$ cat config.mk
export PLATFORM = sky130hd
export DESIGN_NAME = hazardUnit
export DESIGN_NICKNAME = d
export VERILOG_FILES = /design/src/verilog/hazPkg.sv /design/src/verilog/hazardCheck.sv /design/src/verilog/hazardUnit.sv /design/src/verilog/instrDecode.sv /design/src/verilog/stageTracker.sv /design/src/verilog/stallControl.sv
export VERILOG_INCLUDE_DIRS = /design/src /design/src/include
export SDC_FILE = /design/constraint.sdc
export NUM_CORES = 1
export LEC_CHECK = 0
export ABC_AREA = 1
export BUFFER_PORTS_ARGS = -buffer_cell sky130_fd_sc_hd__buf_2
export CAP_MARGIN = 15
export CORE_ASPECT_RATIO = 0.6
export CORE_MARGIN = 4
export CORE_UTILIZATION = 60
export DETAILED_ROUTE_END_ITERATION = 12
export GPL_TIMING_DRIVEN = 0
export PLACE_DENSITY_LB_ADDON = 0.25
export SETUP_SLACK_MARGIN = 0.1
export SLEW_MARGIN = 20
export SYNTH_ARGS = -nofsm -noshare
export SYNTH_HDL_FRONTEND = slang
export SYNTH_SLANG_ARGS = --single-unit
$ cat constraint.sdc
create_clock -name clk -period 3.3 [get_ports clk]
set_input_delay 0.33 -clock clk [delete_from_list [all_inputs] [get_ports clk]]
set_output_delay 0.33 -clock clk [all_outputs]
set_load 0.005 [all_outputs]
$ cat src/include/hazDet_defines.svh
`ifndef HAZDET_DEFINES_SVH
`define HAZDET_DEFINES_SVH

// Word and register index widths fixed by the instruction set
`define HAZ_INSTR_W 16
`define HAZ_REG_W 3

// Tracked pipeline stages ahead of the fetch slot: ID, EX, MEM, WB
`define HAZ_STAGES 4

// Full 5-bit opcodes
`define HAZ_OPC_NOP  5'b00001
`define HAZ_OPC_JR   5'b00101
`define HAZ_OPC_JALR 5'b00111
`define HAZ_OPC_ST   5'b10000

// Opcode classes in the top three opcode bits
`define HAZ_CLS_JUMP   3'b001
`define HAZ_CLS_BRANCH 3'b011
`define HAZ_CLS_ALU_R  3'b110

`endif

$ cat src/verilog/hazPkg.sv
`default_nettype none

`include "hazDet_defines.svh"

package hazPkg;

    localparam int numStages = `HAZ_STAGES;

    typedef logic [`HAZ_REG_W-1:0]   regIdx_t;
    typedef logic [`HAZ_INSTR_W-1:0] dataWord_t;

    // Register-register layout of the instruction word
    typedef struct packed {
        logic [4:0] opcode;
        regIdx_t    rs;
        regIdx_t    rt;
        regIdx_t    rd;
        logic [1:0] funct;
    } instrRegForm_t;

    // Immediate layout, same opcode and rs position
    typedef struct packed {
        logic [4:0] opcode;
        regIdx_t    rs;
        regIdx_t    rd;
        logic [4:0] imm5;
    } instrImmForm_t;

    typedef union packed {
        instrRegForm_t r;
        instrImmForm_t i;
    } instrWord_u;

    // What an issued instruction leaves behind in the history
    typedef struct packed {
        regIdx_t   rd;
        logic      writes;
        logic      memEn;
        dataWord_t memAddr;
    } issueRec_t;

    typedef issueRec_t stageRec_t;

    // Index 0 is ID, the last index is WB
    typedef stageRec_t stageArr_t [numStages];

    // Bit order matches the forwarding bus of the datapath, MSB first
    typedef struct packed {
        logic exToExRs;
        logic memToExRs;
        logic exToExRt;
        logic memToExRt;
        logic exToIdRs;
        logic memToIdRs;
    } fwd_t;

    typedef struct packed {
        regIdx_t   rs;
        regIdx_t   rt;
        logic      readsRt;
        logic      isIndirect;
        logic      isJumpBranch;
        logic      isNop;
        logic      memEn;
        dataWord_t memAddr;
    } slotInfo_t;

endpackage

`default_nettype wire

$ cat src/verilog/hazardCheck.sv
`default_nettype none

module hazardCheck (
    input  hazPkg::slotInfo_t slot,
    input  hazPkg::stageArr_t stages,
    output hazPkg::fwd_t      forwards,
    output logic              regHaz,
    output logic              memHaz
);
    import hazPkg::*;

    localparam int stId  = 0;
    localparam int stEx  = 1;
    localparam int stMem = 2;
    localparam int stWb  = 3;

    // One bit per tracked stage with bit 0 for ID
    logic [numStages-1:0] matchRs;
    logic [numStages-1:0] matchRt;
    logic [numStages-1:0] addrHit;
    logic [numStages-1:0] coverRs;
    logic [numStages-1:0] coverRt;
    logic                 rsHaz;
    logic                 rtHaz;
    logic                 loadUse;

    always_comb begin
        for (int s = 0; s < numStages; s++) begin
            matchRs[s] = stages[s].writes && (stages[s].rd == slot.rs);
            // rt field is junk for forms that do not read it
            matchRt[s] = stages[s].writes && (stages[s].rd == slot.rt) && slot.readsRt;
            addrHit[s] = stages[s].memEn && (stages[s].memAddr == slot.memAddr);
        end
    end

    always_comb begin
        forwards = '0;

        // ALU result from the instruction one ahead unless it is a load
        forwards.exToExRs = matchRs[stId] && !stages[stId].memEn;
        forwards.exToExRt = matchRt[stId] && !stages[stId].memEn;

        // Value from two ahead is ready at the end of MEM whatever produced it
        forwards.memToExRs = matchRs[stEx];
        forwards.memToExRt = matchRt[stEx];

        // Early paths so an indirect jump has its target in ID
        forwards.exToIdRs  = matchRs[stEx] && !stages[stEx].memEn && slot.isIndirect;
        forwards.memToIdRs = matchRs[stMem] && slot.isIndirect;
    end

    // Which stage matches some forward already resolves
    always_comb begin
        coverRs        = '0;
        coverRs[stId]  = forwards.exToExRs;
        coverRs[stEx]  = forwards.memToExRs || forwards.exToIdRs;
        coverRs[stMem] = forwards.memToIdRs;

        coverRt       = '0;
        coverRt[stId] = forwards.exToExRt;
        coverRt[stEx] = forwards.memToExRt;
    end

    assign rsHaz = |(matchRs & ~coverRs);
    assign rtHaz = |(matchRt & ~coverRt);

    // Load data is not there yet for the next instruction
    assign loadUse = (matchRs[stId] || matchRt[stId]) && stages[stId].memEn;

    assign regHaz = rsHaz || rtHaz || loadUse;

    // Keep memory accesses to one address in order
    assign memHaz = slot.memEn && (|addrHit);

    // ID and EX paths together fully cover rs when no older stage produces it
    always_comb begin
        assert final (!((forwards.exToExRs && forwards.memToExRs) &&
                        !matchRs[stMem] && !matchRs[stWb] && rsHaz))
            else $error("hazardCheck: rs forwarded from ID and EX but still stalls");
    end

endmodule

`default_nettype wire

$ cat src/verilog/hazardUnit.sv
`default_nettype none

module hazardUnit (
    input  logic               clk,
    input  logic               arstN,
    input  hazPkg::instrWord_u instr,
    input  hazPkg::regIdx_t    rd,
    input  logic               writes,
    input  logic               memEnable,
    input  hazPkg::dataWord_t  reg1Data,
    output logic               nop,
    output logic               pcStall,
    output hazPkg::fwd_t       forwards
);
    import hazPkg::*;

    slotInfo_t slot;
    issueRec_t issue;
    stageArr_t stages;
    logic      regHaz;
    logic      memHaz;

    // Record of the instruction leaving the fetch slot this cycle
    assign issue = '{rd: rd, writes: writes, memEn: memEnable, memAddr: slot.memAddr};

    instrDecode i_instrDecode (
        .instr     (instr),
        .reg1Data  (reg1Data),
        .memEnable (memEnable),
        .slot      (slot)
    );

    stageTracker i_stageTracker (
        .clk    (clk),
        .arstN  (arstN),
        .issue  (issue),
        .bubble (nop),
        .stages (stages)
    );

    hazardCheck i_hazardCheck (
        .slot     (slot),
        .stages   (stages),
        .forwards (forwards),
        .regHaz   (regHaz),
        .memHaz   (memHaz)
    );

    stallControl i_stallControl (
        .clk     (clk),
        .arstN   (arstN),
        .slot    (slot),
        .regHaz  (regHaz),
        .memHaz  (memHaz),
        .nop     (nop),
        .pcStall (pcStall)
    );

endmodule

`default_nettype wire

$ cat src/verilog/instrDecode.sv
`default_nettype none

`include "hazDet_defines.svh"

module instrDecode (
    input  hazPkg::instrWord_u      instr,
    input  logic [`HAZ_INSTR_W-1:0] reg1Data,
    input  logic                    memEnable,
    output hazPkg::slotInfo_t       slot
);
    import hazPkg::*;

    logic [4:0]              opcode;
    logic [2:0]              opClass;
    logic [`HAZ_INSTR_W-1:0] immExt;

    assign opcode  = instr.r.opcode;
    assign opClass = opcode[4:2];

    // Offset is signed, so a negative imm5 walks below the base
    assign immExt = {{(`HAZ_INSTR_W - 5){instr.i.imm5[4]}}, instr.i.imm5};

    always_comb begin
        slot = '0;

        // Source fields sit at the same bits in both forms
        slot.rs = instr.r.rs;
        slot.rt = instr.r.rt;

        // Only register-register ALU ops and stores read rt
        slot.readsRt = (opClass == `HAZ_CLS_ALU_R) || (opcode == `HAZ_OPC_ST);

        // JR and JALR need rs already in ID for the target
        slot.isIndirect = (opcode == `HAZ_OPC_JR) || (opcode == `HAZ_OPC_JALR);

        slot.isJumpBranch = (opClass == `HAZ_CLS_JUMP) || (opClass == `HAZ_CLS_BRANCH);
        slot.isNop        = (opcode == `HAZ_OPC_NOP);

        slot.memEn   = memEnable;
        slot.memAddr = reg1Data + immExt;
    end

    // A squashed slot must never also start a branch shadow
    always_comb begin
        assert final (!(slot.isNop && slot.isJumpBranch))
            else $error("instrDecode: opcode %b decoded as both nop and jump", opcode);
    end

endmodule

`default_nettype wire

$ cat src/verilog/stageTracker.sv
`default_nettype none

`include "hazDet_defines.svh"

module stageTracker (
    input  logic              clk,
    input  logic              arstN,
    input  hazPkg::issueRec_t issue,
    input  logic              bubble,
    output hazPkg::stageArr_t stages
);
    import hazPkg::*;

    // History moves one stage per cycle whether stalled or not
    always_ff @(posedge clk or negedge arstN) begin
        if (!arstN) begin
            for (int s = 0; s < `HAZ_STAGES; s++) begin
                stages[s] <= '0;
            end
        end else begin
            // A held instruction is not issued and an empty record enters instead
            if (bubble) begin
                stages[0] <= '0;
            end else begin
                stages[0] <= issue;
            end
            for (int s = 1; s < `HAZ_STAGES; s++) begin
                stages[s] <= stages[s-1];
            end
        end
    end

    // Bubble must not look like a producer or a memory access in ID
    assert property (@(posedge clk) disable iff (!arstN)
        bubble |=> (!stages[0].writes && !stages[0].memEn))
        else $error("stageTracker: bubble entered ID with writes or memEn set");

    // Address compares downstream are only meaningful with a known address
    for (genvar g = 0; g < `HAZ_STAGES; g++) begin : gAddrKnown
        assert property (@(posedge clk) disable iff (!arstN)
            stages[g].memEn |-> !$isunknown(stages[g].memAddr))
            else $error("stageTracker: stage %0d has memEn with unknown address", g);
    end

endmodule

`default_nettype wire

$ cat src/verilog/stallControl.sv
`default_nettype none

module stallControl (
    input  logic              clk,
    input  logic              arstN,
    input  hazPkg::slotInfo_t slot,
    input  logic              regHaz,
    input  logic              memHaz,
    output logic              nop,
    output logic              pcStall
);
    import hazPkg::*;

    // Set for one cycle after a jump or branch leaves the fetch slot
    logic shadowQ;

    // A nop slot has no real operands and its fields can alias anything
    assign pcStall = (regHaz || memHaz) && !slot.isNop;
    assign nop     = (pcStall || shadowQ) && !slot.isNop;

    always_ff @(posedge clk or negedge arstN) begin
        if (!arstN) begin
            shadowQ <= 1'b0;
        end else begin
            // A held jump has not issued yet and casts no shadow
            shadowQ <= slot.isJumpBranch && !pcStall;
        end
    end

    assert property (@(posedge clk) disable iff (!arstN)
        pcStall |-> nop)
        else $error("stallControl: pcStall without nop");

endmodule

`default_nettype wire
Word level (Yosys, flattened, before mapping):

Index checks and enable logic that the tools add are counted.

* equal/unequal tests: 19
* mux-type cells: 1
* reductions and logical operators: 42
* add/sub/neg operators: 1
* bitwise logic cells: 4

Operators with widths (count)
* 16-bit equality test: 4
* 1-bit logical AND: 26
* 3-bit equality test: 8
* 21-bit 2-to-1 mux: 1
* 16-bit adder: 1
* 4-bit OR reduction: 3
* 5-bit by 3-bit equality test with 1-bit output, second input constant: 2
* 1-bit logical OR: 9
* 4-bit bitwise AND: 2
* 5-bit by 1-bit equality test with 1-bit output, second input constant: 1
* 5-bit equality test, second input constant: 1
* 1-bit zero test: 4
* 2-bit inverter with 4-bit output: 1
* 3-bit inverter with 4-bit output: 1
* 3-bit by 1-bit equality test with 1-bit output, second input constant: 1
* 3-bit by 2-bit equality test with 1-bit output, second input constant: 1
* 3-bit equality test, second input constant: 1

* register bits after elaboration: 85
* input bits: 39
* logic and storage cells: 84
* output and inout bits: 8

Longest topological paths before layout:

Gate-level depths: netlist of run 1.

* depth in word-level cells: 15
* depth in mapped cells: 24
* mapped depth without buffers: 23

Modules after synthesis:

Synthesis of run 1 repeated with hierarchy kept, for this count alone.

* cells, all modules: 645
* area, all modules: 4794.6 um^2

Modules (own cells, without submodules)
* stageTracker: instances 1, area an instance 2282.2 um^2, sequential area each 2102.0 um^2, cells an instance 128
* hazardCheck: instances 1, area an instance 1433.9 um^2, sequential area each 0.0 um^2, cells an instance 317
* instrDecode: instances 1, area an instance 1022.2 um^2, sequential area each 0.0 um^2, cells an instance 193
* stallControl: instances 1, area an instance 56.3 um^2, sequential area each 25.0 um^2, cells an instance 7

Least setup slack after synthesis of run 1:

No wires, ideal clock.

* path type: input -> output
* start point: input port instr[0] (netlist name)
* end point: output port nop
* stages: 23
* setup slack: 524 ps
* path buffers: 1
* data arrival time: 2446 ps
* data required time: 2970 ps
* cell sequence: ha_1 > inv_1 > fa_1 > inv_1 > nand2_1 > nand2_1 > nand3_2 > nand2_2 > nand2_2 > nand3_1 > nand2_2 > nand2_1 > nand2_1 > nor2_1 > nand3_1 > nor2_1 > nor2_1 > nand2_1 > nand2_2 > nand3_4 > buf_8 > nand2_1 > inv_1

* word-level cells in the longest chain between the ends: 9
* elaborated cells between the ends (all ways): 15
* those cells by class: add/sub: 1; eq/ne: 4; reduce/logical: 10

RTL lines
* start, declared: line hazardUnit.sv:6 `input hazPkg::instrWord_u instr,`
* 16-bit adder *: line instrDecode.sv:40 `slot.memAddr = reg1Data + immExt;`
* 16-bit equality test: line hazardCheck.sv:32 `addrHit[s] = stages[s].memEn && (stages[s].memAddr == slot.memAddr);`
* 1-bit logical AND: line hazardCheck.sv:32
* 4-bit OR reduction *: line hazardCheck.sv:73 `assign memHaz = slot.memEn && (|addrHit);`
* 1-bit logical AND *: line hazardCheck.sv:73
* 1-bit logical OR *: line stallControl.sv:18 `assign pcStall = (regHaz || memHaz) && !slot.isNop;`
* 1-bit logical AND *: line stallControl.sv:18
* 1-bit logical OR *: line stallControl.sv:19 `assign nop = (pcStall || shadowQ) && !slot.isNop;`
* 1-bit logical AND *: line stallControl.sv:19
* end, declared: line hazardUnit.sv:11 `output logic nop,`

Mark *: on every way between the ends. The rest lies on a longest branch, timed or not.

Worst setup path in the final report of run 1:

Ends and elaborated chain as after synthesis.

==> results of run 1 <==
-- power groups by stage --
| stage | clock network [W] | registers, W | logic (W) |
|---|---|---|---|
| floorplan | 0 | 0.00137 | 0.000675 |
| global placement | 0 | 0.00140 | 0.000858 |
| detailed placement | 0 | 0.00142 | 0.000897 |
| CTS | 0.00103 | 0.00140 | 0.000965 |
| global route | 0.00109 | 0.00143 | 0.00113 |
| finish | 0.00103 | 0.00141 | 0.00101 |
-- sequential cells by signal, summed over array words and instances, names as in the netlist --
register and flops:
i_stageTracker.stages 84, i_stallControl.shadowQ 1
-- Yosys cell counts --
cell type,n,area (um^2)
and2_1,1,6.26
nor2_2,4,25.0
nand2_1,162,608
o21a_1,1,7.51
a21oi_1,19,95.1
or3_1,1,6.26
nor4_1,3,18.8
nand3_1,94,470
a22oi_1,2,15.0
a211o_1,1,8.76
o22ai_1,4,25.0
or2_4,1,8.76
nand3_4,1,17.5
inv_2,1,3.75
o21ai_0,8,40.0
nand2_2,28,175
or2_2,2,12.5
clkbuf_1,2,7.51
dfrtp_1,85,2130
buf_8,1,15.0
nand4_1,4,25.0
nand3b_1,16,120
a211oi_1,1,7.51
clkinv_1,1,3.75
buf_6,1,11.3
buf_2,2,10.0
o2111ai_1,4,35.0
fa_1,1,20.0
inv_1,103,387
a21boi_1,2,15.0
a21oi_2,21,184
o211ai_1,1,7.51
nand3_2,8,80.1
a21boi_0,1,7.51
xor2_1,6,52.6
nor2_1,59,221
ha_1,15,188
xnor2_1,7,61.3
-- repair_timing --
action / 4_1_cts / 5_1_grt
gates resized for setup: 42 / 24
pin swaps: 20 / 15
gates cloned: 1 / 0
endpoints found under the setup margin: 2 / 2
buffers inserted: 3 / 2
-- cell families (layout without fill, tap and decap cells) --
kind of cell	Yosys count	in the layout	synth area share [%]
AO/OA/AOI/OAI	65	65	8.73
XOR/XNOR	13	13	2.22
adder cells (fa/ha/maj)	16	16	4.05
buffers and inverters	111	179	8.54
flip-flops	85	85	41.5
AND/OR/NAND/NOR	384	384	35.0
-- final cells by class --
class                   count  area [um^2]  share of cell area [%]
clock inverters             6         70.1                    1.15
repair buffers             52          315                    5.15
plain buffers               6         50.0                   0.818
inverters                 105          394                    6.44
well taps                 108          135                    2.21
clock buffers              10          229                    3.74
multi-input cells         478         2800                    45.7
flip-flops and latches     85         2130                    34.8
-- how the worst max path moves through the flow --
stage           startpoint  endpoint  slack, ps
4_1_cts        reg1Data[0]       nop         20
2_1_floorplan     instr[0]       nop        520
6_report          instr[0]       nop         20
3_5_place_dp      instr[0]       nop       -370
5_1_grt           instr[0]       nop       -130
3_3_place_gp      instr[0]       nop       -270
-- layer usage --
metal / wire length, um / up-vias / part of all wire, %
met5: 0 / - / 0
met4: 264 / 0 / 2.0
met3: 1070 / 29 / 8.1
met2: 5830 / 188 / 44
met1: 6100 / 2310 / 46
li1: - / 2300 / -
-- metrics by stage --
step                      hold slack [ps]  total power, W
after floorplan                      34.4         0.00205
after global placement                356         0.00226
after detailed placement              354         0.00232
after CTS                            22.1         0.00340
after global routing                 50.5         0.00365
final                               -4.29         0.00345
==> impl_results.md, run 1 <==
- Post-Synthesis Net Count: 729
- Post-Syn Area: 0.00513 mm^2
- Peak supply drop: 0.000389 V
- Power density cells: 564 mW/mm^2
- Max cap viols: 0
- Remaining DRCs: 0
- RSZ-0062 raised after global routing: true
- Sw Pwr: 0.00122 W
- Via count: 4827
- H-tree levels: 3
- DIE WIDTH: 127 um
- Placed Area: 0.00551 mm^2
- Final ANT Viol Nets: 0
- Port Buffers: 45
- Share of cells above drive strength 1: 24.4%
- Antenna diodes: 0
- Gr usage total: 27.8%
- Most frequent cells in the layout: 154 x nand2_1, 100 x inv_1, 87 x nand3_1
- CTS root buf: clkbuf_16
- Switch share: 35.3%
- Syn_area_per_cell: 7.61 um^2
- R2r setup slk: 930 ps
- Die Area: 0.0101 mm^2
- Pleak: 3.15 nW
- First-pass GRT wire length: 22.2 mm
- Initial antenna violation count: 0
- Post-Route WL: 13.3 mm
- Crit path time final: 3280 ps
- Final setup violation count: 0
- Drt initial violations: 394
- First-pass iteration count of the detailed router: 5
- Combinational power share: 29.3%
- Part of the Yosys area used for sequential elements: 41.5%
- DR WL/cell: 15.6 um
- Ys Warns: 0
- Util after Layout: 75.5%
- Inst Count DP: 828
- Final TNS setup: 0 ps
- Clk_skew: 12.0 ps
- Slew @ Worst Pin: 840 ps
- Crit path arrival time: 2950 ps
- GRT overflow: 0
- Hold WC Path Type: in -> async
- Worst skew pair latency: 350 ps
- Core area: 0.00810 mm^2
- Via-per-instance ratio: 5.68
- Clock Path Buffers: 2
- Count of cell types in the netlist: 38
- Total CTS buffers: 9
- Crit path depth: 24
- Tcrit/Tclk final: 99.4%
- Reg2reg start: i_stageTracker.stages[0]
- Setup WS pre-CTS: -367 ps
- Largest net degree at the start of global routing: 50
- Hold WS: -4.29 ps
- Rel. slew slack: 44.0%
- Fmax: 0.305 GHz
- Crit path required time: 2970 ps
- CP max stage cell: fa_2
- Ports: 47
- Sequential Power Share: 40.8%
- CTS tree: yes
- CP Capture Type: primary output
- Row Count: 25
- Buf/Inv on CP: 7
- Cells after synthesis: 674
- Area Growth Syn to Fin: 19.2%
- Status: finished with violations
- Fin cells: 850
- Grt met3 use: 6.95%
- Fillers: 598
- Post-CTS Hold Fix Bufs: 0
- Critical Path Start Type: input pin
- Worst-path clk slew: 70 ps
- Hold Fails Final Rpt: 9
- Cell depth of the worst flop-to-flop path: 16
- Setup CP Type: in -> out
- Internal power: 0.00223 W
- Vias in the first global route: 4756
- Sink Count: 85
- Cell Chain, Critical Path: buf_6 > ha_4 > inv_2 > fa_2 > buf_6 > nand2_1 > inv_1 > nor2_1 > nand3_1 > nor2_1 > nand3_1 > nor2_2 > nand3_2 > nor2_2 > nand3_2 > nor2_2 > nor2_1 > nand2_1 > nand2_2 > nand3_4 > buf_8 > nand2_4 > inv_2 > buf_6
- Post-layout instance area: 0.00612 mm^2
- Die H: 79.6 um
- Yosys reg bits: 85
- GRT Max-Usage Layer: met2
- Final nets: 792
- Critical path peak fanout: 5
- Worst r2r dst: i_stageTracker.stages[69]
- Failing checks: hold timing
- Commonest non-fill, non-tap cell in the layout: nand2_1
- GR Util met1: 39.0%
- Detailed Place HPWL: 9.98 mm
- Setup WS post-layout: 18.7 ps
- Slowest stage delay, CP: 470 ps
- Clk network pwr share: 29.9%
- Placer Congestion: 0.938
- Crit path max-delay family: simple AND/OR/NAND/NOR gates
- Starting density of the core: 63.3%
- Max Slew Vio Count: 0
- Grt met2 use: 42.9%
Power figures use the tool's default switching activity.
==> run 2, diff against run 1 <==
Clock period 3.3 ns to 3.65 ns, I/O delays scaled along.
==> impl_results.md, run 2 (same netlist as run 1, synthesis figures left out) <==
- Setup CP Type: in -> out
- Reg2reg start: i_stageTracker.stages[0]
- Pleak: 3.17 nW
- Fmax: 0.292 GHz
- Initial antenna violation count: 0
- Buf/Inv on CP: 7
- Via count: 4866
- Post-CTS Hold Fix Bufs: 0
- Ports: 47
- Switch share: 35.4%
- Top reg by flops: i_stageTracker.stages
- Hold WS: 42.6 ps
- Total CTS buffers: 9
- Hold Fails Final Rpt: 0
- Crit path depth: 24
- DIE WIDTH: 127 um
- Clk_skew: 9.53 ps
- Commonest non-fill, non-tap cell in the layout: nand2_1
- Cell Chain, Critical Path: buf_6 > ha_4 > inv_2 > fa_2 > buf_6 > nand2_2 > inv_2 > nor2_2 > nand3_1 > nor2_1 > nand3_1 > nor2_2 > nand3_1 > nor2_1 > nand3_1 > nor2_2 > nor2_1 > nand2_1 > nand2_2 > nand3_4 > buf_8 > nand2_4 > inv_2 > buf_6
- Clk network pwr share: 29.7%
- Port Buffers: 45
- First-pass GRT wire length: 21.7 mm
- Die H: 79.6 um
- CP Capture Point: nop
- CTS root buf: clkbuf_16
- Sw Pwr: 0.00111 W
- Final setup violation count: 0
- Power density cells: 511 mW/mm^2
- Remaining DRCs: 0
- Drt initial violations: 360
- Starting density of the core: 63.3%
- Most frequent cells in the layout: 149 x nand2_1, 99 x inv_1, 85 x nand3_1, 85 x dfrtp_1, 46 x nor2_1
- Largest net degree at the start of global routing: 50
- Max cap viols: 0
- R2r setup slk: 1210 ps
- GRT overflow: 0
- Setup WS post-layout: 225 ps
- Critical Path Start Type: input pin
- Combinational power share: 29.5%
- Critical path peak fanout: 5
- DR WL/cell: 15.8 um
- Number of flip-flops in the largest register: 84
- Crit path max-delay family: simple AND/OR/NAND/NOR gates
- Crit path arrival time: 3060 ps
- Slew @ Worst Pin: 844 ps
- First-pass iteration count of the detailed router: 5
- Placer Congestion: 0.938
- Largest registers: i_stageTracker.stages x84, i_stallControl.shadowQ x1
- CTS tree: yes
- Slowest stage delay, CP: 470 ps
- Post-layout instance area: 0.00611 mm^2
- Clock Path Buffers: 2
- Peak supply drop: 0.000351 V
- Rel. slew slack: 43.7%
- Share of cells above drive strength 1: 25.1%
- Gr usage total: 27.2%
- Post-Route WL: 13.4 mm
- Die Area: 0.0101 mm^2
- Crit path time final: 3420 ps
- Total power: 0.00312 W
- Placed Area: 0.00551 mm^2
- Critical Path Most Common Cell: nand3_1
- Util after Layout: 75.4%
- Status: finished, final reports clean
- Final ANT Viol Nets: 0
- Final nets: 791
- Detailed Place HPWL: 9.98 mm
- CP max stage cell: fa_2
- Tcrit/Tclk final: 93.8%
- Row Count: 25
- Max Slew Vio Count: 0
- Worst r2r dst: i_stageTracker.stages[69]
- Worst-path clk slew: 70 ps
- Area Growth Syn to Fin: 19.0%
- Via-per-instance ratio: 5.73
- Setup WS pre-CTS: -87.5 ps
- Crit path from: reg1Data[0]
- Sink Count: 85
- Crit path required time: 3280 ps
- Worst skew pair latency: 350 ps
- Antenna diodes: 0
- RSZ-0062 raised after global routing: false
- Sequential Power Share: 40.8%
- H-tree levels: 3
- Vias in the first global route: 4708
- CP Capture Type: primary output
- Core area: 0.00810 mm^2
- Internal power: 0.00202 W
- Cell depth of the worst flop-to-flop path: 16
- Hold WC Path Type: in -> async
==> run 2: cell count changes in the layout (fill, tap and decap cells not counted), moves of 5 or more <==
cell,change
nand2_4,+6
nand2_1,-5
ha_4,-5
ha_2,+5
==> run 2: what timing repair did <==
action | CTS | global route
resized for setup | 21 | 51
gates cloned | 0 | 1
pin swaps | 2 | 28
buffers inserted | 1 | 3
setup endpoints to repair | 2 | 2
==> run 2: worst min path at each step <==
stage | start | endpoint | cells past startpoint
global route | arstN | i_stageTracker.stages[44] | 1
global placement | i_stageTracker.stages[37] | i_stageTracker.stages[16] | 0
detailed placement | i_stageTracker.stages[37] | i_stageTracker.stages[16] | 0
finish | arstN | i_stageTracker.stages[25] | 1
floorplan | arstN | i_stageTracker.stages[0] | 0
CTS | arstN | i_stageTracker.stages[63] | 1
==> run 2: through the flow <==
stage	TNS (ps)	instances
2_1_floorplan	0	674
3_3_place_gp	0	827
3_5_place_dp	-87.5	828
4_1_cts	0	845
5_1_grt	0	849
6_report	0	849
==> run 2: metal layers <==
metal	GRT usage (%)	part of all wire [%]	vias to the layer above	routed length [um]
li1	-	-	2293	-
met1	37.7	47	2354	6270
met2	41.4	44	195	5890
met3	7.69	7.5	24	1010
met4	8.89	1.6	0	219
met5	0	0	-	0
==> run 2: worst reg2reg max path: cells and delay by family (launching register included) <==
family	cells	cell delay, ps
AO/OA/AOI/OAI	2	320
buffers and inverters	2	300
flip-flops	1	370
AND/OR/NAND/NOR	12	1300
==> run 2: final cells by class <==
class | instances | area, um^2
multi-input combinational | 478 | 2800
sequential | 85 | 2130
fill | 605 | 2000
inverter | 105 | 394
timing repair buffer | 51 | 304
clock buffer | 10 | 229
tap | 108 | 135
clock inverter | 6 | 70.1
buffer | 6 | 50.0
==> run 2: power by group through the flow <==
| stage | logic, W | clock network (W) | registers [W] |
|---|---|---|---|
| after CTS | 0.000845 | 0.000934 | 0.00127 |
| final | 0.000921 | 0.000929 | 0.00127 |
| after floorplan | 0.000610 | 0 | 0.00124 |
| after global placement | 0.000776 | 0 | 0.00127 |
| after global routing | 0.00103 | 0.000982 | 0.00130 |
| after detailed placement | 0.000811 | 0 | 0.00128 |
